`src/include/sketch_pad_cfg.svh`:
```
`ifndef SKETCH_PAD_CFG_SVH
`define SKETCH_PAD_CFG_SVH

// Drawing grid geometry
`define SKETCH_GRID_CELLS 28
`define SKETCH_CELL_SHIFT 4
`define SKETCH_AREA_PIX 448

// 784 cells packed into 32-bit words
`define SKETCH_CANVAS_WORDS 25

// 640x480 timing in pixels and lines
`define SKETCH_H_VISIBLE 640
`define SKETCH_H_FRONT 16
`define SKETCH_H_SYNC 96
`define SKETCH_H_TOTAL 800
`define SKETCH_V_VISIBLE 480
`define SKETCH_V_FRONT 10
`define SKETCH_V_SYNC 2
`define SKETCH_V_TOTAL 525

// Control register for the classifier port
`define SKETCH_CLEAR_ADDR 12'h080

`endif

```
`src/source/canvas_pkg.sv`:
```
`include "sketch_pad_cfg.svh"

package canvas_pkg;

    typedef logic [9:0] coord_t;
    typedef logic [4:0] cell_t;
    typedef logic [9:0] cell_index_t;
    typedef logic [`SKETCH_GRID_CELLS*`SKETCH_GRID_CELLS-1:0] canvas_t;
    typedef logic signed [8:0] move_t;
    typedef logic [4:0] word_index_t;

    typedef struct packed {
        logic [3:0] r;
        logic [3:0] g;
        logic [3:0] b;
    } rgb4_t;

    localparam rgb4_t RGB_BLACK = 12'h000;
    localparam rgb4_t RGB_WHITE = 12'hfff;
    localparam rgb4_t RGB_GRAY = 12'h888;

endpackage

```
`src/source/axil_pkg.sv`:
```
package axil_pkg;

    // Byte address on the classifier port
    typedef logic [11:0] addr_t;

    typedef logic [1:0] resp_t;

    localparam resp_t RESP_OKAY = 2'b00;
    localparam resp_t RESP_SLVERR = 2'b10;

endpackage

```
`src/source/ps2_mouse_rx.sv`:
```
module ps2_mouse_rx (
    input  logic               clk,
    input  logic               rst,
    input  logic               mouse_clk,
    input  logic               mouse_data,
    output logic               pkt_valid,
    output canvas_pkg::move_t  pkt_dx,
    output canvas_pkg::move_t  pkt_dy,
    output logic               pkt_left
);

    // Two sync stages plus one for edge detection
    logic [2:0] mclk_pipe;
    logic [1:0] mdat_pipe;
    logic       fall;
    logic       mdat;
    logic [3:0] bit_cnt;
    logic [8:0] shreg;
    logic [1:0] byte_cnt;
    logic [7:0] status;
    logic [7:0] x_low;
    logic       frame_ok;
    logic       byte_done;

    assign fall = mclk_pipe[2] & ~mclk_pipe[1];
    assign mdat = mdat_pipe[1];

    // shreg holds parity in bit 8 and data in bits 7..0 at the stop bit
    assign frame_ok = (^shreg) & mdat;
    assign byte_done = fall && (bit_cnt == 4'd10) && frame_ok;

    always_ff @(posedge clk) begin
        if (rst) begin
            mclk_pipe <= '1;
            mdat_pipe <= '1;
            bit_cnt <= '0;
            byte_cnt <= '0;
            pkt_valid <= 1'b0;
        end else begin
            mclk_pipe <= {mclk_pipe[1:0], mouse_clk};
            mdat_pipe <= {mdat_pipe[0], mouse_data};
            pkt_valid <= 1'b0;
            if (fall) begin
                if (bit_cnt == 4'd0) begin
                    // Wait for a low start bit
                    if (!mdat) bit_cnt <= 4'd1;
                end else if (bit_cnt < 4'd10) begin
                    bit_cnt <= bit_cnt + 4'd1;
                end else begin
                    bit_cnt <= 4'd0;
                    if (!frame_ok) begin
                        byte_cnt <= 2'd0;
                    end else if (byte_cnt == 2'd0) begin
                        // Bit 3 is always set in a real status byte
                        if (shreg[3]) byte_cnt <= 2'd1;
                    end else if (byte_cnt == 2'd1) begin
                        byte_cnt <= 2'd2;
                    end else begin
                        byte_cnt <= 2'd0;
                        pkt_valid <= 1'b1;
                    end
                end
            end
        end
    end

    always_ff @(posedge clk) begin
        if (fall && bit_cnt != 4'd0 && bit_cnt < 4'd10) shreg <= {mdat, shreg[8:1]};
        if (byte_done && byte_cnt == 2'd0) status <= shreg[7:0];
        if (byte_done && byte_cnt == 2'd1) x_low <= shreg[7:0];
        if (byte_done && byte_cnt == 2'd2) begin
            pkt_dx <= {status[4], x_low};
            pkt_dy <= {status[5], shreg[7:0]};
            pkt_left <= status[0];
        end
    end

    a_single_pulse: assert property (@(posedge clk) disable iff (rst)
        pkt_valid |=> !pkt_valid);

endmodule

```
`src/source/cursor_canvas.sv`:
```
`include "sketch_pad_cfg.svh"

module cursor_canvas (
    input  logic                     clk,
    input  logic                     rst,
    input  logic                     pkt_valid,
    input  canvas_pkg::move_t        pkt_dx,
    input  canvas_pkg::move_t        pkt_dy,
    input  logic                     pkt_left,
    input  logic                     clear_req,
    input  canvas_pkg::cell_index_t  disp_index,
    input  canvas_pkg::word_index_t  word_index,
    output logic                     disp_bit,
    output logic [31:0]              word_data
);

    canvas_pkg::coord_t      cur_x;
    canvas_pkg::coord_t      cur_y;
    canvas_pkg::coord_t      new_x;
    canvas_pkg::coord_t      new_y;
    canvas_pkg::cell_t       paint_col;
    canvas_pkg::cell_t       paint_row;
    canvas_pkg::cell_index_t paint_index;
    canvas_pkg::canvas_t     canvas;
    logic signed [11:0]      sum_x;
    logic signed [11:0]      sum_y;
    logic [`SKETCH_CANVAS_WORDS*32-1:0] padded;

    function automatic canvas_pkg::coord_t clamp_area(input logic signed [11:0] v);
        if (v < 0) return '0;
        if (v > `SKETCH_AREA_PIX - 1) return canvas_pkg::coord_t'(`SKETCH_AREA_PIX - 1);
        return v[9:0];
    endfunction

    // Screen y grows downward while PS/2 y grows upward
    assign sum_x = $signed({2'b00, cur_x}) + $signed({{3{pkt_dx[8]}}, pkt_dx});
    assign sum_y = $signed({2'b00, cur_y}) - $signed({{3{pkt_dy[8]}}, pkt_dy});
    assign new_x = clamp_area(sum_x);
    assign new_y = clamp_area(sum_y);

    assign paint_col = canvas_pkg::cell_t'(new_x >> `SKETCH_CELL_SHIFT);
    assign paint_row = canvas_pkg::cell_t'(new_y >> `SKETCH_CELL_SHIFT);
    assign paint_index = canvas_pkg::cell_index_t'(paint_row * `SKETCH_GRID_CELLS + paint_col);

    always_ff @(posedge clk) begin
        if (rst) begin
            cur_x <= canvas_pkg::coord_t'(`SKETCH_AREA_PIX / 2);
            cur_y <= canvas_pkg::coord_t'(`SKETCH_AREA_PIX / 2);
            canvas <= '0;
        end else begin
            if (pkt_valid) begin
                cur_x <= new_x;
                cur_y <= new_y;
            end
            // Clear overrides a paint in the same cycle
            if (clear_req) canvas <= '0;
            else if (pkt_valid && pkt_left) canvas[paint_index] <= 1'b1;
        end
    end

    always_ff @(posedge clk) begin
        if (disp_index < $bits(canvas_pkg::canvas_t)) disp_bit <= canvas[disp_index];
        else disp_bit <= 1'b0;
    end

    // Last word carries 16 unused bits
    assign padded = ($bits(padded))'(canvas);
    assign word_data = (word_index < `SKETCH_CANVAS_WORDS) ? padded[word_index*32 +: 32] : '0;

    a_cursor_in_area: assert property (@(posedge clk) disable iff (rst)
        cur_x < `SKETCH_AREA_PIX && cur_y < `SKETCH_AREA_PIX);

    a_tail_zero: assert property (@(posedge clk) disable iff (rst)
        (word_index == 5'd24) |-> (word_data[31:16] == 16'h0000));

endmodule

```
`src/source/vga_scan_out.sv`:
```
`include "sketch_pad_cfg.svh"

module vga_scan_out (
    input  logic                     clk,
    input  logic                     rst,
    input  logic                     disp_bit,
    output canvas_pkg::cell_index_t  disp_index,
    output canvas_pkg::rgb4_t        vga_rgb,
    output logic                     vga_hs,
    output logic                     vga_vs
);

    localparam int H_SYNC_START = `SKETCH_H_VISIBLE + `SKETCH_H_FRONT;
    localparam int V_SYNC_START = `SKETCH_V_VISIBLE + `SKETCH_V_FRONT;

    canvas_pkg::coord_t h_cnt;
    canvas_pkg::coord_t v_cnt;
    logic               hs1;
    logic               vs1;
    logic               vis1;
    logic               area1;

    always_ff @(posedge clk) begin
        if (rst) begin
            h_cnt <= '0;
            v_cnt <= '0;
        end else if (h_cnt == `SKETCH_H_TOTAL - 1) begin
            h_cnt <= '0;
            v_cnt <= (v_cnt == `SKETCH_V_TOTAL - 1) ? '0 : v_cnt + 10'd1;
        end else begin
            h_cnt <= h_cnt + 10'd1;
        end
    end

    // Cell lookup, the canvas answers one cycle later
    assign disp_index = canvas_pkg::cell_index_t'((v_cnt >> `SKETCH_CELL_SHIFT) * `SKETCH_GRID_CELLS
                                                  + (h_cnt >> `SKETCH_CELL_SHIFT));

    always_ff @(posedge clk) begin
        if (rst) begin
            hs1 <= 1'b1;
            vs1 <= 1'b1;
            vis1 <= 1'b0;
            area1 <= 1'b0;
            vga_hs <= 1'b1;
            vga_vs <= 1'b1;
            vga_rgb <= canvas_pkg::RGB_BLACK;
        end else begin
            hs1 <= !(h_cnt >= H_SYNC_START && h_cnt < H_SYNC_START + `SKETCH_H_SYNC);
            vs1 <= !(v_cnt >= V_SYNC_START && v_cnt < V_SYNC_START + `SKETCH_V_SYNC);
            vis1 <= (h_cnt < `SKETCH_H_VISIBLE) && (v_cnt < `SKETCH_V_VISIBLE);
            area1 <= (h_cnt < `SKETCH_AREA_PIX) && (v_cnt < `SKETCH_AREA_PIX);

            // Second stage meets disp_bit
            vga_hs <= hs1;
            vga_vs <= vs1;
            if (!vis1) vga_rgb <= canvas_pkg::RGB_BLACK;
            else if (!area1) vga_rgb <= canvas_pkg::RGB_GRAY;
            else if (disp_bit) vga_rgb <= canvas_pkg::RGB_BLACK;
            else vga_rgb <= canvas_pkg::RGB_WHITE;
        end
    end

endmodule

```
`src/source/canvas_axil_slave.sv`:
```
`include "sketch_pad_cfg.svh"

module canvas_axil_slave (
    input  logic                     clk,
    input  logic                     rst,
    input  logic                     awvalid,
    input  axil_pkg::addr_t          awaddr,
    input  logic                     wvalid,
    input  logic [31:0]              wdata,
    input  logic                     bready,
    input  logic                     arvalid,
    input  axil_pkg::addr_t          araddr,
    input  logic                     rready,
    input  logic [31:0]              word_data,
    output logic                     awready,
    output logic                     wready,
    output logic                     bvalid,
    output axil_pkg::resp_t          bresp,
    output logic                     arready,
    output logic                     rvalid,
    output logic [31:0]              rdata,
    output axil_pkg::resp_t          rresp,
    output canvas_pkg::word_index_t  word_index,
    output logic                     clear_req
);

    logic rd_go;
    logic rd_ok;
    logic wr_go;
    logic wr_clear;

    assign arready = !rvalid;
    assign rd_go = arvalid && arready;
    assign word_index = araddr[6:2];
    assign rd_ok = (araddr[1:0] == 2'b00) && (araddr < `SKETCH_CANVAS_WORDS * 4);

    // Address and data are only taken as a pair
    assign awready = !bvalid && (awvalid == wvalid);
    assign wready = awready;
    assign wr_go = awvalid && wvalid && !bvalid;

    // The data word carries no meaning for the clear command
    assign wr_clear = (awaddr == `SKETCH_CLEAR_ADDR);

    always_ff @(posedge clk) begin
        if (rst) begin
            rvalid <= 1'b0;
            bvalid <= 1'b0;
            clear_req <= 1'b0;
        end else begin
            clear_req <= wr_go && wr_clear;
            if (rd_go) rvalid <= 1'b1;
            else if (rready) rvalid <= 1'b0;
            if (wr_go) bvalid <= 1'b1;
            else if (bready) bvalid <= 1'b0;
        end
    end

    always_ff @(posedge clk) begin
        if (rd_go) begin
            rdata <= rd_ok ? word_data : 32'h0;
            rresp <= rd_ok ? axil_pkg::RESP_OKAY : axil_pkg::RESP_SLVERR;
        end
        if (wr_go) bresp <= wr_clear ? axil_pkg::RESP_OKAY : axil_pkg::RESP_SLVERR;
    end

    a_r_hold: assert property (@(posedge clk) disable iff (rst)
        rvalid && !rready |=> rvalid && $stable(rdata) && $stable(rresp));

    a_b_hold: assert property (@(posedge clk) disable iff (rst)
        bvalid && !bready |=> bvalid && $stable(bresp));

endmodule

```
`src/source/sketch_pad.sv`:
```
module sketch_pad (
    input  logic               clk,
    input  logic               rst,
    input  logic               mouse_clk,
    input  logic               mouse_data,
    input  logic               awvalid,
    input  axil_pkg::addr_t    awaddr,
    input  logic               wvalid,
    input  logic [31:0]        wdata,
    input  logic               bready,
    input  logic               arvalid,
    input  axil_pkg::addr_t    araddr,
    input  logic               rready,
    output logic               awready,
    output logic               wready,
    output logic               bvalid,
    output axil_pkg::resp_t    bresp,
    output logic               arready,
    output logic               rvalid,
    output logic [31:0]        rdata,
    output axil_pkg::resp_t    rresp,
    output canvas_pkg::rgb4_t  vga_rgb,
    output logic               vga_hs,
    output logic               vga_vs
);

    logic                    pkt_valid;
    canvas_pkg::move_t       pkt_dx;
    canvas_pkg::move_t       pkt_dy;
    logic                    pkt_left;
    logic                    clear_req;
    canvas_pkg::cell_index_t disp_index;
    logic                    disp_bit;
    canvas_pkg::word_index_t word_index;
    logic [31:0]             word_data;

    ps2_mouse_rx u_rx (
        .clk, .rst, .mouse_clk, .mouse_data,
        .pkt_valid, .pkt_dx, .pkt_dy, .pkt_left
    );

    cursor_canvas u_canvas (
        .clk, .rst, .pkt_valid, .pkt_dx, .pkt_dy, .pkt_left, .clear_req,
        .disp_index, .word_index, .disp_bit, .word_data
    );

    vga_scan_out u_vga (
        .clk, .rst, .disp_bit, .disp_index, .vga_rgb, .vga_hs, .vga_vs
    );

    canvas_axil_slave u_axil (
        .clk, .rst, .awvalid, .awaddr, .wvalid, .wdata, .bready,
        .arvalid, .araddr, .rready, .word_data,
        .awready, .wready, .bvalid, .bresp, .arready, .rvalid, .rdata, .rresp,
        .word_index, .clear_req
    );

endmodule

```
`config.mk`:
```
export PLATFORM = sky130hd
export DESIGN_NAME = sketch_pad
export DESIGN_NICKNAME = d
export VERILOG_FILES = /design/src/source/canvas_pkg.sv /design/src/source/axil_pkg.sv /design/src/source/ps2_mouse_rx.sv /design/src/source/cursor_canvas.sv /design/src/source/vga_scan_out.sv /design/src/source/canvas_axil_slave.sv /design/src/source/sketch_pad.sv
export VERILOG_INCLUDE_DIRS = /design/src /design/src/include
export SDC_FILE = /design/constraint.sdc
export NUM_CORES = 2
export LEC_CHECK = 0
export BUFFER_PORTS_ARGS = -buffer_cell sky130_fd_sc_hd__clkbuf_2
export CAP_MARGIN = 5
export CORE_MARGIN = 4
export CORE_UTILIZATION = 30
export CTS_CLUSTER_DIAMETER = 100
export DETAILED_ROUTE_END_ITERATION = 10
export GPL_ROUTABILITY_DRIVEN = 0
export PLACE_DENSITY = 0.46
export SETUP_SLACK_MARGIN = 0.4
export SKIP_LAST_GASP = 1
export SLEW_MARGIN = 20
export SYNTH_ARGS = -nofsm -noshare
export SYNTH_HDL_FRONTEND = slang
export SYNTH_SLANG_ARGS = --single-unit
```
`constraint.sdc`:
```
create_clock -name clk -period 8.3 [get_ports clk]
set_input_delay 0 -clock clk [delete_from_list [all_inputs] [get_ports clk]]
set_output_delay 0 -clock clk [all_outputs]
set_load 0.005 [all_outputs]
```
==> flow_summary.toml <==
[critical_path]
cp_max_fo = 9
endpoint_kind = "register"
startpoint_type = "register"
crit_required_ns = 9.00
crit_type = "reg -> reg"
arrival_ns = 7.81

[placed_design]
io_buffers = 85
dp_hpwl_um = 116000
pre_cts_ws_ns = 1.25
place_area_sq_mm = 0.0469

[synth]
synth_seq_cells = 921
synth_top_area_share_pct = 38.0
yosys.cell_types.count = 78
async_flop_share_pct = 0
synthesis.area_sq_mm = 0.0447
synth.avg_cell_area_sq_um = 11.6
synth_most_common_cell = "dfxtp_1"
yosysWarningCount = 0
syn_inst = 3858
yosys-top-cells-area = "dfxtp_1, mux4_2, a32o_1, edfxtp_1, o21ai_0"
synth_commonest_cells = "dfxtp_1, nand2_1, mux4_2"
ys.flop_type = "dfxtp_1"
synth_top_area_cell = "dfxtp_1"
synth_edf_count = 73
ys_seq_area_share_pct = 42.9

[sta]
final-hold-violation-count = 0
whs_ns = 0.162
maxSlewViolCount = 0
finalClockSkew_ns = 0.0622
clock.fmax_ghz = 0.141
finalCritPeriodShare_pct = 85.7
relSlewSlack_pct = 13.9
setup_viol = 0
worstMarginPinSlew_ns = 1.29
tns_ns = 0
period_minus_slack_ns = 7.12
grt_setup_unrepaired = "no"
setup_ws_ns = 1.18

[route]
via_count = 35000
drtPass1Iterations = 6
wl_per_cell_um = 29.1
drc = 0
viasPerCell = 6.00
routed_wl_um = 170000
drt_iter0_drc = 3765
ant_nets = 0

[clock_network]
cts_tree = "built"
cts_made_buffers = 110
root_buffer = "clkbuf_16"
h-tree-depth = 3
clk_pin_slew_ns = 0.06
cts.path.max_buffers = 3
cts_sinks = 921
cts_resized = 0
insertion_delay_ns = 0.76

[floorplan]
die_w_um = 394
dieArea_sq_mm = 0.155
fp-row-count = 141
core_sq_mm = 0.148
ioPinCount = 120
die_y_um = 394
start_util_pct = 30.2

[power]
p_leak_uw = 0.0169
powerDensity_mw_per_mm2 = 191
peakVddDrop_v = 0.000154

[flow_run]
maxCapViolations = 0

[cells_and_area]
n_fill_cell = 14800
stdcell_area_sq_mm = 0.0509
syn_to_final_growth_pct = 13.9
final_layout_size_suffix_gt1_share_pct = 22.5
final_nets = 3951
post-route-util_pct = 34.4

[global_routing]
antenna_found_initial = 5
grtUsageTotal_pct = 21.2
grt_pass1_wl_um = 246000
grt_start_max_net_pins = 130
grt.overflow.total = 0
grt_pass1_vias = 33700

[run_status]
status = "complete, no violations"

[worst_hold_path]
min_path_type = "in -> reg"
==> timing repair <==
action,CTS,global route
setup buffers,0,0
hold buffers,21,0
endpoints found under the hold margin,66,0
==> path summary, 6_finish.rpt <==
| kind | endpoint | startpoint | slack (ns) | cells after the start |
|---|---|---|---|---|
| setup / recovery | u_canvas.canvas[86]$_SDFFE_PP0P_ | u_canvas.cur_y[0]$_SDFFE_PP0P_ | 1.18 | 26 |
| hold reg to reg | u_vga.vga_hs$_SDFF_PP1_ | u_vga.hs1$_SDFF_PP1_ | 0.41 | 1 |
| hold / removal | u_axil.rdata[9]$_SDFFCE_PN0P_ | araddr[4] | 0.16 | 4 |
| setup reg to reg | u_canvas.canvas[86]$_SDFFE_PP0P_ | u_canvas.cur_y[0]$_SDFFE_PP0P_ | 1.18 | 26 |
==> sequential cells by signal, indices dropped and copies added, names as in the netlist, 3 cells and up <==
signal	flops
u_canvas.canvas	784
u_axil.rdata	32
u_canvas.cur_x	10
u_canvas.cur_y	10
u_vga.h_cnt	10
u_vga.v_cnt	10
u_rx.pkt_dx	9
u_rx.pkt_dy	9
u_rx.shreg	9
u_rx.x_low	8
u_rx.bit_cnt	4
u_rx.mclk_pipe	3
u_rx.status	3
==> per-layer routing <==
layer	global-route usage, %	part of all wire (%)
met4	7.72	3.5
met1	29.9	44
met3	3.78	7.6
met5	0	0
met2	32.7	45
==> kinds of logic after synthesis <==
family                   count (synthesis)  synth area share [%]
AO/OA/AOI/OAI                         1088                  19.2
flip-flops                             921                  42.9
AND/OR/NAND/NOR                        746                  7.24
multiplexers                           505                  22.4
buffers and inverters                  449                  4.54
XOR/XNOR                                76                  1.49
adder cells (fa/ha/maj)                 72                  2.23
other                                    1               0.00839
==> power breakdown <==
part           switching [uW]  internal (uW)  leakage, uW
clock                    2060           2920      0.00185
combinational             183           79.4      0.00751
sequential               7.10           4480      0.00752
==> worst max-delay path, stage by stage, from the launching register on <==
cell      delay, ns
dfxtp_1        0.31
inv_1          0.05
ha_1           0.16
inv_1          0.05
fa_1           0.37
and2_1         0.18
o21ai_1        0.17
a21oi_1        0.11
o41a_1         0.41
nor3_1         0.21
a311oi_1       0.09
a311oi_1       0.70
nand2_1        0.27
inv_1          0.17
ha_1           0.25
ha_1           0.23
fa_1           0.41
xor2_1         0.35
nand2_1        0.09
nor2_1         0.22
nand3b_1       0.13
xor2_1         0.22
nor2_1         0.50
nand2_1        0.51
nor2_1         0.50
buf_4          0.28
a22o_1         0.15
==> through the flow <==
stage                     total power [uW]  std cells
after floorplan                       4760       3859
after global placement                4850       5608
after detailed placement              4840       5610
after CTS                             9840       5838
after global routing                 10000       5839
final                                 9740       5842
==> layout by cell type (no fill, tap or decap), types with 64 or more instances in the layout <==
cell type and instances:
a21oi_1 64, a22o_1 130, a32o_1 392, buf_4 123, clkbuf_16 113, clkbuf_2 82
dfxtp_1 846, edfxtp_1 73, mux2i_1 84, mux4_2 395, nand2_1 399, nor2_1 148
o21ai_0 307
==> area by class of cell <==
type | count | area (sq um) | area share, %
Multi-Input combinational cell | 2489 | 23700 | 46.5
Clock buffer | 153 | 3170 | 6.23
Inverter | 56 | 210 | 0.413
Tap cell | 1930 | 2410 | 4.75
Antenna cell | 3 | 7.51 | 0.0148
Sequential cell | 921 | 19200 | 37.7
Clock inverter | 54 | 568 | 1.12
Timing Repair Buffer | 236 | 1680 | 3.31
Power figures use the tool's default switching activity.
